`src/scan_config.svh`:
```
`ifndef SCAN_CONFIG_SVH
`define SCAN_CONFIG_SVH

// Stream space and field widths
`define SCAN_STREAMS 64
`define SCAN_ID_W 6
`define SCAN_STATE_W 3
`define SCAN_COUNT_W 16

// Keyword "PASS", upper case letters
`define SCAN_KEY_LEN 4
`define SCAN_KEY0 8'h50
`define SCAN_KEY1 8'h41
`define SCAN_KEY2 8'h53
`define SCAN_KEY3 8'h53

`endif

```
`src/scan_pkg.sv`:
```
`default_nettype none

`include "scan_config.svh"

package scan_pkg;

   // Input beat kinds
   typedef enum logic [1:0] {
      BEAT_IDLE,
      BEAT_SOP,
      BEAT_DATA,
      BEAT_EOP
   } beat_op_e;

   // One input beat, valid whenever op is not idle
   typedef struct packed {
      beat_op_e               op;
      logic                   enable;
      logic [`SCAN_ID_W-1:0]  stream_id;
      logic [7:0]             data;
   } scan_beat_t;

   // Matcher commands produced by the decoder
   typedef enum logic [2:0] {
      CMD_NONE,
      CMD_RESTORE,
      CMD_FRESH,
      CMD_CHAR,
      CMD_COMMIT,
      CMD_DISCARD
   } cmd_op_e;

   typedef struct packed {
      cmd_op_e                op;
      logic [`SCAN_ID_W-1:0]  stream_id;
      logic [7:0]             data;
   } scan_cmd_t;

   // Per-packet result record
   typedef struct packed {
      logic [`SCAN_ID_W-1:0]     stream_id;
      logic                      enabled;
      logic                      matched;
      logic [`SCAN_COUNT_W-1:0]  count;
   } scan_result_t;

endpackage

`default_nettype wire

```
`src/beat_decode.sv`:
```
`timescale 1ns/1ps
`default_nettype none

`include "scan_config.svh"

module beat_decode (
   input  wire                   clk,
   input  wire                   rst_n,
   input  wire scan_pkg::scan_beat_t beat,
   output scan_pkg::scan_cmd_t   cmd
);

   // One bit per stream, set once an enabled packet has saved state
   logic [`SCAN_STREAMS-1:0] seen_q;

   // Packet currently open on the input
   logic [`SCAN_ID_W-1:0]    pkt_id_q;
   logic                     pkt_en_q;

   // Next command fields
   scan_pkg::cmd_op_e        op_d;
   logic [`SCAN_ID_W-1:0]    id_d;

   // Registered command fields
   scan_pkg::cmd_op_e        op_q;
   logic [`SCAN_ID_W-1:0]    id_q;
   logic [7:0]               data_q;

   always_comb
   begin
      op_d = scan_pkg::CMD_NONE;
      // Data and end beats belong to the open packet
      id_d = pkt_id_q;
      case (beat.op)
         scan_pkg::BEAT_SOP:
         begin
            // Known streams pick up where they left off
            op_d = seen_q[beat.stream_id] ? scan_pkg::CMD_RESTORE : scan_pkg::CMD_FRESH;
            id_d = beat.stream_id;
         end
         scan_pkg::BEAT_DATA:
            op_d = scan_pkg::CMD_CHAR;
         scan_pkg::BEAT_EOP:
            // Disabled packets leave no trace in the context memory
            op_d = pkt_en_q ? scan_pkg::CMD_COMMIT : scan_pkg::CMD_DISCARD;
         default:
            op_d = scan_pkg::CMD_NONE;
      endcase
   end

   // Control state
   always_ff @(posedge clk)
   begin
      if (!rst_n)
      begin
         op_q     <= scan_pkg::CMD_NONE;
         seen_q   <= '0;
         pkt_en_q <= 1'b0;
      end
      else
      begin
         op_q <= op_d;
         if (beat.op == scan_pkg::BEAT_SOP)
            pkt_en_q <= beat.enable;
         // Stream has a valid saved entry from now on
         if (op_d == scan_pkg::CMD_COMMIT)
            seen_q[pkt_id_q] <= 1'b1;
      end
   end

   // Payload
   always_ff @(posedge clk)
   begin
      id_q   <= id_d;
      data_q <= beat.data;
      if (beat.op == scan_pkg::BEAT_SOP)
         pkt_id_q <= beat.stream_id;
   end

   assign cmd = '{op: op_q, stream_id: id_q, data: data_q};

endmodule

`default_nettype wire

```
`src/keyword_dfa.sv`:
```
`timescale 1ns/1ps
`default_nettype none

`include "scan_config.svh"

module keyword_dfa (
   input  wire                      clk,
   input  wire                      rst_n,
   input  wire scan_pkg::scan_cmd_t cmd,
   input  wire [`SCAN_STATE_W-1:0]  restore_state,
   input  wire                      restore_load,
   output logic [`SCAN_STATE_W-1:0] dfa_state,
   output logic                     accept
);

   // Last position before the keyword completes
   localparam logic [`SCAN_STATE_W-1:0] LAST_POS = `SCAN_STATE_W'(`SCAN_KEY_LEN - 1);

   logic [`SCAN_STATE_W-1:0] state_d;
   logic                     accept_d;
   logic [7:0]               char_up;

   // Keyword letter expected at a given match position
   function automatic logic [7:0] key_char(input logic [`SCAN_STATE_W-1:0] pos);
      case (pos)
         3'd0:    key_char = `SCAN_KEY0;
         3'd1:    key_char = `SCAN_KEY1;
         3'd2:    key_char = `SCAN_KEY2;
         default: key_char = `SCAN_KEY3;
      endcase
   endfunction

   // Fold lower case letters onto upper case
   assign char_up = ((cmd.data >= 8'h61) && (cmd.data <= 8'h7a)) ? cmd.data - 8'h20 : cmd.data;

   always_comb
   begin
      state_d  = dfa_state;
      accept_d = 1'b0;
      if (restore_load)
         state_d = restore_state;
      else if (cmd.op == scan_pkg::CMD_CHAR)
      begin
         if (char_up == key_char(dfa_state))
         begin
            // Full keyword seen, start over
            if (dfa_state == LAST_POS)
            begin
               state_d  = '0;
               accept_d = 1'b1;
            end
            else
               state_d = dfa_state + 1'b1;
         end
         // First letter occurs only once, so a mismatch falls back to 0 or 1
         else if (char_up == `SCAN_KEY0)
            state_d = `SCAN_STATE_W'(1);
         else
            state_d = '0;
      end
   end

   always_ff @(posedge clk)
   begin
      if (!rst_n)
      begin
         dfa_state <= '0;
         accept    <= 1'b0;
      end
      else
      begin
         dfa_state <= state_d;
         accept    <= accept_d;
      end
   end

endmodule

`default_nettype wire

```
`src/stream_context.sv`:
```
`timescale 1ns/1ps
`default_nettype none

`include "scan_config.svh"

module stream_context (
   input  wire                      clk,
   input  wire scan_pkg::scan_cmd_t cmd,
   input  wire [`SCAN_STATE_W-1:0]  dfa_state,
   output logic [`SCAN_STATE_W-1:0] restore_state,
   output logic                     restore_load
);

   // Saved matcher state, one entry per stream
   logic [`SCAN_STATE_W-1:0] state_mem [`SCAN_STREAMS];

   logic is_restore;
   logic is_fresh;
   logic is_commit;

   assign is_restore = (cmd.op == scan_pkg::CMD_RESTORE);
   assign is_fresh   = (cmd.op == scan_pkg::CMD_FRESH);
   assign is_commit  = (cmd.op == scan_pkg::CMD_COMMIT);

   // Matcher reloads at every packet start
   assign restore_load = is_restore | is_fresh;

   // Stored entry for a known stream, clean state otherwise
   always_comb
   begin
      if (is_restore)
         restore_state = state_mem[cmd.stream_id];
      else
         restore_state = '0;
   end

   // Matcher state after the last char is the value to keep
   always_ff @(posedge clk)
   begin
      if (is_commit)
         state_mem[cmd.stream_id] <= dfa_state;
   end

endmodule

`default_nettype wire

```
`src/match_tally.sv`:
```
`timescale 1ns/1ps
`default_nettype none

`include "scan_config.svh"

module match_tally (
   input  wire                         clk,
   input  wire                         rst_n,
   input  wire scan_pkg::scan_cmd_t    cmd,
   input  wire                         accept,
   output scan_pkg::scan_result_t      result,
   output logic                        result_valid
);

   // Match seen somewhere in the open packet
   logic                     flag_q;
   logic                     hit;
   logic [`SCAN_COUNT_W-1:0] count_q;
   logic [`SCAN_COUNT_W-1:0] count_inc;
   logic                     pkt_start;
   logic                     pkt_end;

   assign pkt_start = (cmd.op == scan_pkg::CMD_FRESH) || (cmd.op == scan_pkg::CMD_RESTORE);
   assign pkt_end   = (cmd.op == scan_pkg::CMD_COMMIT) || (cmd.op == scan_pkg::CMD_DISCARD);

   // Accept of the last char lines up with the end command
   assign hit       = flag_q | accept;
   assign count_inc = count_q + {{(`SCAN_COUNT_W-1){1'b0}}, hit};

   always_ff @(posedge clk)
   begin
      if (!rst_n)
      begin
         flag_q       <= 1'b0;
         count_q      <= '0;
         result_valid <= 1'b0;
      end
      else
      begin
         if (pkt_start)
            flag_q <= 1'b0;
         else if (accept)
            flag_q <= 1'b1;
         // Only enabled packets are counted
         if (cmd.op == scan_pkg::CMD_COMMIT)
            count_q <= count_inc;
         result_valid <= pkt_end;
      end
   end

   // Result record, one per packet
   always_ff @(posedge clk)
   begin
      if (pkt_end)
      begin
         result.stream_id <= cmd.stream_id;
         result.enabled   <= (cmd.op == scan_pkg::CMD_COMMIT);
         result.matched   <= (cmd.op == scan_pkg::CMD_COMMIT) && hit;
         result.count     <= (cmd.op == scan_pkg::CMD_COMMIT) ? count_inc : count_q;
      end
   end

endmodule

`default_nettype wire

```
`src/packet_scanner.sv`:
```
`timescale 1ns/1ps
`default_nettype none

`include "scan_config.svh"

module packet_scanner (
   input  wire                        clk,
   input  wire                        rst_n,
   input  wire scan_pkg::scan_beat_t  beat,
   output scan_pkg::scan_result_t     result,
   output logic                       result_valid
);

   // Decoded command shared by all stages
   scan_pkg::scan_cmd_t      cmd;

   // Context save and restore loop
   logic [`SCAN_STATE_W-1:0] restore_state;
   logic                     restore_load;
   logic [`SCAN_STATE_W-1:0] dfa_state;
   logic                     accept;

   beat_decode u_beat_decode (
      .clk  (clk),
      .rst_n(rst_n),
      .beat (beat),
      .cmd  (cmd)
   );

   stream_context u_stream_context (
      .clk          (clk),
      .cmd          (cmd),
      .dfa_state    (dfa_state),
      .restore_state(restore_state),
      .restore_load (restore_load)
   );

   keyword_dfa u_keyword_dfa (
      .clk          (clk),
      .rst_n        (rst_n),
      .cmd          (cmd),
      .restore_state(restore_state),
      .restore_load (restore_load),
      .dfa_state    (dfa_state),
      .accept       (accept)
   );

   // Result lands two cycles after the end beat
   match_tally u_match_tally (
      .clk         (clk),
      .rst_n       (rst_n),
      .cmd         (cmd),
      .accept      (accept),
      .result      (result),
      .result_valid(result_valid)
   );

endmodule

`default_nettype wire

```
`config.mk`:
```
export PLATFORM = sky130hd
export DESIGN_NAME = packet_scanner
export DESIGN_NICKNAME = d
export VERILOG_FILES = /design/src/scan_pkg.sv /design/src/beat_decode.sv /design/src/keyword_dfa.sv /design/src/stream_context.sv /design/src/match_tally.sv /design/src/packet_scanner.sv
export VERILOG_INCLUDE_DIRS = /design/src /design/src/src
export SDC_FILE = /design/constraint.sdc
export NUM_CORES = 1
export LEC_CHECK = 0
export BUFFER_PORTS_ARGS = -buffer_cell sky130_fd_sc_hd__buf_2
export CAP_MARGIN = 30
export CORE_ASPECT_RATIO = 0.6
export CORE_MARGIN = 4
export CORE_UTILIZATION = 26
export CTS_CLUSTER_SIZE = 28
export DETAILED_ROUTE_END_ITERATION = 7
export GPL_TIMING_DRIVEN = 1
export PLACE_DENSITY = 0.5
export REMOVE_ABC_BUFFERS = 1
export SLEW_MARGIN = 5
export SYNTH_ARGS = -nofsm -noshare
export SYNTH_HDL_FRONTEND = slang
export SYNTH_SLANG_ARGS = --single-unit
```
`constraint.sdc`:
```
create_clock -name clk -period 9.5 [get_ports clk]
set_clock_uncertainty 0.15 [all_clocks]
set_input_delay 2.85 -clock clk [delete_from_list [all_inputs] [get_ports clk]]
set_output_delay 2.85 -clock clk [all_outputs]
set_load 0.01 [all_outputs]
```
==> metrics.txt, run 1 <==
root buffer cell clkbuf_16; core box area 0.0495 mm²; met2 usage 0.145; RSZ-0062 raised after global routing no; number of enable flip-flop cells after synthesis 222; WHS Path Cells 2; Sw Ratio 0.227; vias 7691; cts hold-fix bufs 0; Final ANT Viol Nets 0; setup_tns 0 ns; die height 181 µm; register area share after synthesis 0.671; Avg Vias per Cell 4.73; First-pass DRT Iterations 6; Logic pwr share 0.065; Hold Crit Class reg -> reg; post-synth top area cell edfxtp_1; yosys warns 0; GRT Resource Usage Total 0.116; cell area after synthesis between 0.01 and 0.015 mm²; Sequential Power Share 0.549; Area Growth Syn to Fin 13.4%; final wirelength about 32000 µm; grt met3 use 0.0276; Critical Path RT ~9.8 ns; initial core utilization 0.263; Mapped Avg Cell Area 14.2 µm²; commonest non-fill, non-tap cells in the layout 222 x edfxtp_1, 206 x nor2_1, 99 x dfxtp_1; Crit Path Class in -> reg; top-area cell type share of the netlist area 0.512; clock buffer depth 3; die width 297 µm; die area 0.0539 mm²; Finished Layout Cells 1626; Top FF cell, synth edfxtp_1; fmax 0.224 GHz; Worst Reg-to-Reg Cells 3; Final period util 0.470; cell internal pwr 2190 µW; row cnt between 60 and 70; reg2reg setup slack 6.36 ns; leakage power 0.00488 µW; n_diodes 0; DRT iter0 DRCs 836; vias in the first global route 7202; initial antenna violation count 0; # IOs 44; H-tree depth 1; Max IR drop VDD 0.142 mV; NetSw 642 µW; FF+latch count, synth 326; # resized after CTS 0; Worst Hold End u_beat_decode.seen_q[7]$_SDFFE_PN0N_; DRC 0; dpl hpwl 21800 µm; crit end category flip-flop; cells along the critical path buf_2 -> mux4_2 -> mux2i_1 -> nand2_1 -> and4_1 -> or3_1 -> a21oi_1; CTS sink count 326; crit start category primary input; Unique masters post-synth 58; Synth area leaders edfxtp_1 51%, dfxtp_1 16%, mux4_2 10%; Max-cap violations 0; fin. max-slew vios 0; Period minus WS final 4.46 ns; crit path max-delay cell type mux4_2; GRT met1 Usage 0.198; first-pass GRT wire length 47900 µm; Post CTS Setup Buffer Count 0; dpl cells 1573; relative slew slack 0.372; share of layout cells above drive strength 1 0.171; clk_lat worst skew 0.56 ns; gr busiest metal met1; Post-Synthesis Cells 916; CP peak stage delay 0.57 ns; RD Place Congestion 0.810; pwr/cell area approximately 190 mW/mm²; total grt overflow 0; reg2reg end u_stream_context.state_mem[44][0]$_DFFE_PP_; Fin. Hold Viols 0; CTS Buf Count 28; Post-synth ARST share 0; worst r2r src u_beat_decode.pkt_id_q[1]$_DFFE_PP_; Clock transition at path regs 0.07 ns; nets 979; clock group share of total power 0.386; Worst-Margin Slew 0.940 ns; drt wl/cell slightly below 20 µm; Critical Path AT 4.79 ns; pin count of the biggest net entering global routing 70; CTS tree built; beginning of the worst hold path u_beat_decode.seen_q[7]$_SDFFE_PN0N_; Crit Path Max Fanout 17; commonest non-fill, non-tap cell in the layout edfxtp_1; status finished, final reports clean; final setup violation count 0; port buffer count 43
-- state kept, by name, indices dropped and copies added (netlist names), 3 cells and up, named ones only --
| register | count |
|---|---|
| u_beat_decode.data_q | 8 |
| u_beat_decode.op_q | 3 |
| u_match_tally.result | 24 |
| u_stream_context.state_mem | 192 |
| u_beat_decode.seen_q | 64 |
| u_match_tally.count_q | 16 |
| u_beat_decode.pkt_id_q | 6 |
| u_keyword_dfa.dfa_state | 3 |
-- power by group through the flow --
| stage | logic, µW | clock network (µW) | registers, µW |
|---|---|---|---|
| floorplan | 87.3 | 0 | 1610 |
| global placement | 184 | 0 | 1590 |
| detailed placement | 186 | 0 | 1590 |
| CTS | 186 | 1130 | 1560 |
| global route | 199 | 1180 | 1560 |
| finish | 183 | 1090 | 1560 |
-- metrics by stage --
stage	area, µm²	hold slack, ns	power (µW)	setup slack, ns	utilization
6_report	14800	0.301	2830	5.04	0.299
3_3_place_gp	13900	0.294	1770	4.48	0.281
3_5_place_dp	13900	0.301	1770	4.45	0.281
4_1_cts	14800	0.309	2870	5.04	0.299
2_1_floorplan	12800	0.272	1690	4.64	-
5_1_grt	14800	0.337	2940	4.93	0.299
-- how the worst max path moves through the flow --
| stage | startpoint | endpoint | depth (start not counted) |
|---|---|---|---|
| global placement | beat[9] | u_beat_decode.op_q[1]$_SDFF_PN0_ | 7 |
| detailed placement | beat[9] | u_beat_decode.op_q[1]$_SDFF_PN0_ | 7 |
| finish | beat[9] | u_beat_decode.op_q[1]$_SDFF_PN0_ | 7 |
| CTS | beat[9] | u_beat_decode.op_q[1]$_SDFF_PN0_ | 7 |
| floorplan | rst_n | u_keyword_dfa.dfa_state[1]$_SDFFE_PN0P_ | 5 |
| global route | beat[9] | u_beat_decode.op_q[1]$_SDFF_PN0_ | 7 |
-- metal layers --
layer	share of wire	wire length [µm]	vias up
met2	0.38	12100	251
met4	0.016	507	0
met1	0.52	16700	3929
met5	0	0	-
met3	0.088	2840	46
li1	-	-	3465
-- cell families after synthesis --
| kind of cell | share of synthesized area |
|---|---|
| adder cells (fa/ha/maj) | 0.00576 |
| AND/OR/NAND/NOR | 0.121 |
| flip-flops | 0.671 |
| buffers and inverters | 0.0202 |
| multiplexers | 0.139 |
| AO/OA/AOI/OAI | 0.0322 |
| XOR/XNOR | 0.0101 |
-- worst max-delay path: cells and delay by family --
kind	cells	cell delay, ns
compound gates	1	0.14
simple gates	3	0.62
mux	2	0.76
buf+inv	1	0.41
-- cell type report --
type                            count  area (µm²)
Clock buffer                       37         756
Clock inverter                     15        95.1
Fill cell                        4905       34700
Inverter                           14        52.6
Multi-Input combinational cell    531        4020
Sequential cell                   326        8750
Tap cell                          650         813
Timing Repair Buffer               53         288
-- synth_stat cells, types with 6 or more instances --
library cell  instances
inv_1                12
nand2_1              49
dfxtp_1             104
mux2i_1              18
nand3b_1              8
and2_1               21
nor2b_1               9
xnor2_1              10
ha_1                  6
a31oi_1               8
mux4_1               10
nor2_1              206
nand2b_1              7
or3_1                 7
a21oi_1              34
mux4_2               59
buf_2                11
edfxtp_1            222
clkbuf_1             31
nand3_1              15
No activity file was read; power rests on OpenSTA's default activity.
==> run 2, diff against run 1 <==
Clock period 9.5 ns to 4.27 ns, I/O delays scaled along.
==> metrics.txt, run 2 (synthesis gave the netlist of run 1 again) <==
fin. max-slew vios 0; drt wl/cell 20.0 µm; port buffer count 43; initial core utilization 0.263; clock group share of total power 0.408; crit path max-delay cell type edfxtp_1; GRT met1 Usage 0.208; Max IR drop VDD 0.274 mV; Area Growth Syn to Fin 15.0%; root buffer cell clkbuf_16; first-pass GRT wire length 49500 µm; pin count of the biggest net entering global routing 68; final wirelength 32800 µm; Crit Path Class reg -> reg; RSZ-0062 raised after global routing no; Crit Path Max Fanout 20; share of layout cells above drive strength 1 0.186; worst r2r src u_beat_decode.pkt_id_q[1]$_DFFE_PP_; max FFs per register 192; dpl hpwl roughly 22000 µm; die width about 300 µm; First-pass DRT Iterations 5; Clock transition at path regs 0.07 ns; # IOs between 40 and 50; relative slew slack 0.369; total grt overflow 0; initial antenna violation count 0; cells along the critical path nand3b_1 -> inv_1 -> nand2_1 -> nor2_1; Fin. Hold Viols 0; biggest regs u_stream_context.state_mem (192), u_beat_decode.seen_q (64), u_match_tally.result (24); gr busiest metal met1; met2 usage 0.148; Tot Pwr 6560 µW; H-tree depth 1; Sw Ratio 0.226; die area 0.0539 mm²; final setup violation count 0; status finished, final reports clean; GRT Resource Usage Total 0.120; core box area 0.0495 mm²; DRC 0; cts hold-fix bufs 0; Post CTS Setup Buffer Count 0; CTS tree built; die height 181 µm; Final period util 0.707; vias between 7000 and 8000; worst setup margin about 1.3 ns; Period minus WS final 3.02 ns; final core utilization 0.303; Logic pwr share 0.063; grt met3 use 0.0250; Avg Vias per Cell about 4.7; commonest non-fill, non-tap cells in the layout 222 x edfxtp_1, 206 x nor2_1, 99 x dfxtp_1; reg2reg end u_stream_context.state_mem[11][1]$_DFFE_PP_; Critical Path RT 4.34 ns; n_diodes 0; setup_tns 0 ns; cell internal pwr 5080 µW; leakage power 0.00498 µW; nets 990; Max-cap violations 0; # resized after CTS 0; Worst Reg-to-Reg Cells 4; CTS sink count 326; NetSw 1490 µW; Worst Hold End u_beat_decode.seen_q[23]$_SDFFE_PN0N_; reg2reg setup slack 1.25 ns; fmax 0.331 GHz; crit start category flip-flop; Final ANT Viol Nets 0; clk_lat worst skew between 0.5 and 0.6 ns; Sequential Power Share 0.530; WHS Path Cells 2; Critical Path AT 3.09 ns; Worst-Margin Slew 0.945 ns; Reg with most FFs u_stream_context.state_mem; clock buffer depth 3; row cnt 63; setup slack at placement 0.798 ns; pwr/cell area ~440 mW/mm²; CTS Buf Count 29; beginning of the worst hold path u_beat_decode.seen_q[23]$_SDFFE_PN0N_; vias in the first global route 7429; commonest non-fill, non-tap cell in the layout edfxtp_1; CP peak stage delay just over 0.8 ns; RD Place Congestion roughly 0.79; final hold slack about 0.31 ns; Hold Crit Class reg -> reg; DRT iter0 DRCs between 800 and 900; crit end category flip-flop
## run 2: cell type report
cell class                      count  area (µm²)
Fill cell                        4943       34500
Timing Repair Buffer               63         378
Clock inverter                     13        88.8
Clock buffer                       40         881
Tap cell                          650         813
Inverter                           14        52.6
Sequential cell                   326        8750
Multi-Input combinational cell    531        4020
## run 2: through the flow
step / cell area [µm²] / std cells
after CTS: 15000 / 1637
final: 15000 / 1637
after global routing: 15000 / 1637
after floorplan: 12800 / 871
after detailed placement: 14000 / 1584
after global placement: 14000 / 1584
## run 2: worst max path at each step
| stage | startpoint | endpoint | slack [ns] | cells past startpoint |
|---|---|---|---|---|
| 6_report | u_beat_decode.pkt_id_q[1]$_DFFE_PP_ | u_stream_context.state_mem[11][1]$_DFFE_PP_ | 1.25 | 4 |
| 2_1_floorplan | flip-flop | u_keyword_dfa.dfa_state[1]$_SDFFE_PN0P_ | 0.72 | 5 |
| 4_1_cts | u_beat_decode.op_q[2]$_SDFF_PN0_ | u_stream_context.state_mem[47][0]$_DFFE_PP_ | 1.30 | 4 |
| 3_3_place_gp | beat[9] | u_beat_decode.op_q[1]$_SDFF_PN0_ | 0.80 | 7 |
| 5_1_grt | u_beat_decode.op_q[2]$_SDFF_PN0_ | u_stream_context.state_mem[47][1]$_DFFE_PP_ | 1.12 | 4 |
| 3_5_place_dp | beat[9] | u_beat_decode.op_q[1]$_SDFF_PN0_ | 0.80 | 7 |
## run 2: power groups by stage
stage | logic [µW] | clock network (µW) | registers [µW]
floorplan | 194 | 0 | 3570
global placement | 413 | 0 | 3550
detailed placement | 413 | 0 | 3550
CTS | 413 | 2730 | 3480
global route | 444 | 2880 | 3480
finish | 411 | 2670 | 3480
## run 2: routing by layer
layer | share of wire | wire [µm]
met1 | 0.54 | 17800
met4 | 0.013 | 420
met5 | 0 | 0
met3 | 0.076 | 2510
met2 | 0.37 | 12100
## run 2: worst max-delay path, delay by kind of cell (launching register included)
kind / cells / cell delay, ns
and+or+nand+nor: 3 / 1.34
buffers and inverters: 1 / 0.36
DFF: 1 / 0.82
==> run 3, diff against run 2 <==
Settings changed: PLACE_DENSITY 0.5 to 0.51.
Clock period 4.27 ns to 2.6 ns, I/O delays scaled along.
==> metrics.txt, run 3 (synthesis gave the netlist of run 1 again) <==
pwr/cell area 727 mW/mm²; # IOs 44; Post CTS Setup Buffer Count 0; crit start category flip-flop; cells along the critical path mux4_2 -> nor2b_1 -> a2111oi_1 -> buf_4 -> a31oi_1 -> nand3_1 -> a31oi_1; initial core utilization 0.263; Avg Vias per Cell 4.65; crit end category flip-flop; die width 297 µm; most frequent CP cell a31oi_1; CP peak stage delay slightly above 0.6 ns; first-pass GRT wire length 50700 µm; commonest non-fill, non-tap cell in the layout edfxtp_1; Area Growth Syn to Fin 18.3%; final setup violation count 0; fillers 4912; Worst-Margin Slew 0.730 ns; reg2reg end u_keyword_dfa.dfa_state[0]$_SDFFE_PN0P_; cts hold-fix bufs 0; sequential cell area 0.00875 mm²; Max IR drop VDD 0.446 mV; fin. max-slew vios 0; max FFs per register between 150 and 200; RD Place Congestion 0.820; area of the multi-input gates around 0.0040 mm²; crit path capture u_keyword_dfa.dfa_state[0]$_SDFFE_PN0P_; row cnt 63; Reg with most FFs u_stream_context.state_mem; H-tree depth 1; die area 0.0539 mm²; reg2reg setup slack 0.03 ns; relative slew slack 0.514; crit path max-delay cell type a2111oi_1; fmax 0.389 GHz; Critical Path AT approximately 2.8 ns; biggest regs u_stream_context.state_mem (192), u_beat_decode.seen_q (64), u_match_tally.result (24); commonest non-fill, non-tap cells in the layout 222 x edfxtp_1, 205 x nor2_1, 99 x dfxtp_1; clock buffer depth 3; nets 1030; Period minus WS final 2.57 ns; dpl hpwl 23000 µm; share of layout cells above drive strength 1 0.223; Tot Pwr 11200 µW; CTS Buf Count 29; Crit Path Class reg -> reg; beginning of the worst hold path beat[6]; Final ANT Viol Nets 0; setup_tns 0 ns; Fin. Hold Viols 0; die height 181 µm; DRT iter0 DRCs 732; Hold Crit Class in -> reg; # resized after CTS 0; vias in the first global route between 7000 and 8000; n_diodes 0; initial antenna violation count 1; Critical Path RT roughly 2.9 ns; status finished, final reports clean; Max-cap violations 0; root buffer cell clkbuf_16; Final period util 0.988; CTS tree built; total grt overflow 0; port buffer count 43; Clock transition at path regs 0.07 ns; First-pass DRT Iterations 5; Worst Reg-to-Reg Cells 7; final wirelength approximately 33000 µm; core box area 0.0495 mm²; pin count of the biggest net entering global routing 68; Crit Path Max Fanout 6; clk_lat worst skew 0.56 ns; vias 7800; leakage power 0.00524 µW; final core utilization 0.312; drt wl/cell 19.8 µm; GRT Resource Usage Total 0.122; RSZ-0062 raised after global routing no; DRC 0; CTS sink count 326
==> run 3: cell types whose count changed in the layout (fill, tap and decap cells not counted), moves of 2 or more <==
| cell | delta |
|---|---|
| buf_12 | +3 |
| buf_4 | +37 |
| bufinv_16 | +5 |
| clkbuf_16 | -3 |
| clkinv_1 | -3 |
| inv_6 | +2 |
==> run 3: cell type report <==
class | instances | area share
clock inverter | 16 | 0.0157
multi-input combinational | 531 | 0.261
inverter | 14 | 0.00341
timing repair buffer | 103 | 0.0464
tap | 650 | 0.0527
sequential | 326 | 0.568
clock buffer | 37 | 0.0529
==> run 3: report_power, final <==
part / leakage [µW] / internal, µW / total (µW) / switching [µW]
logic: 0.00183 / 312 / 757 / 445
registers: 0.00289 / 5610 / 5680 / 66.4
clock network: 0.000520 / 2820 / 4770 / 1950
==> run 3: worst min-delay path by stage <==
stage / end / slack [ns] / depth (start not counted)
after floorplan: u_beat_decode.seen_q[23]$_SDFFE_PN0N_ / 0.27 / 2
after global placement: u_beat_decode.seen_q[39]$_SDFFE_PN0N_ / 0.30 / 2
after detailed placement: u_beat_decode.seen_q[39]$_SDFFE_PN0N_ / 0.30 / 2
after CTS: u_beat_decode.data_q[6]$_DFF_P_ / 0.15 / 1
after global routing: u_beat_decode.data_q[6]$_DFF_P_ / 0.15 / 1
final: u_beat_decode.data_q[6]$_DFF_P_ / 0.17 / 1
==> run 3: critical path: cells and delay by family (launching register included) <==
family                 cells  cell delay [ns]
AO/OA/AOI/OAI              3             0.74
multiplexers               1             0.54
flip-flops                 1             0.50
AND/OR/NAND/NOR            2             0.28
buffers and inverters      1             0.21
==> run 3: stage by stage <==
stage          instance area (µm²)  std cells  setup slack (ns)  hold WS (ns)
2_1_floorplan                12800        871            -0.951         0.272
3_3_place_gp                 14400       1624            -0.137         0.296
3_5_place_dp                 14400       1624            -0.130         0.299
4_1_cts                      15400       1677           0.00324         0.146
5_1_grt                      15400       1677          0.000517         0.148
6_report                     15400       1677            0.0315         0.174
==> run 3: per-layer routing <==
| layer | vias to the layer above | routed length, µm | share of wire | GRT usage |
|---|---|---|---|---|
| met5 | - | 13 | 0.00039 | 0 |
| met4 | 2 | 418 | 0.013 | 0.0180 |
| met3 | 36 | 3050 | 0.092 | 0.0318 |
| met2 | 306 | 12200 | 0.37 | 0.150 |
| met1 | 3882 | 17500 | 0.53 | 0.209 |
| li1 | 3574 | - | - | - |
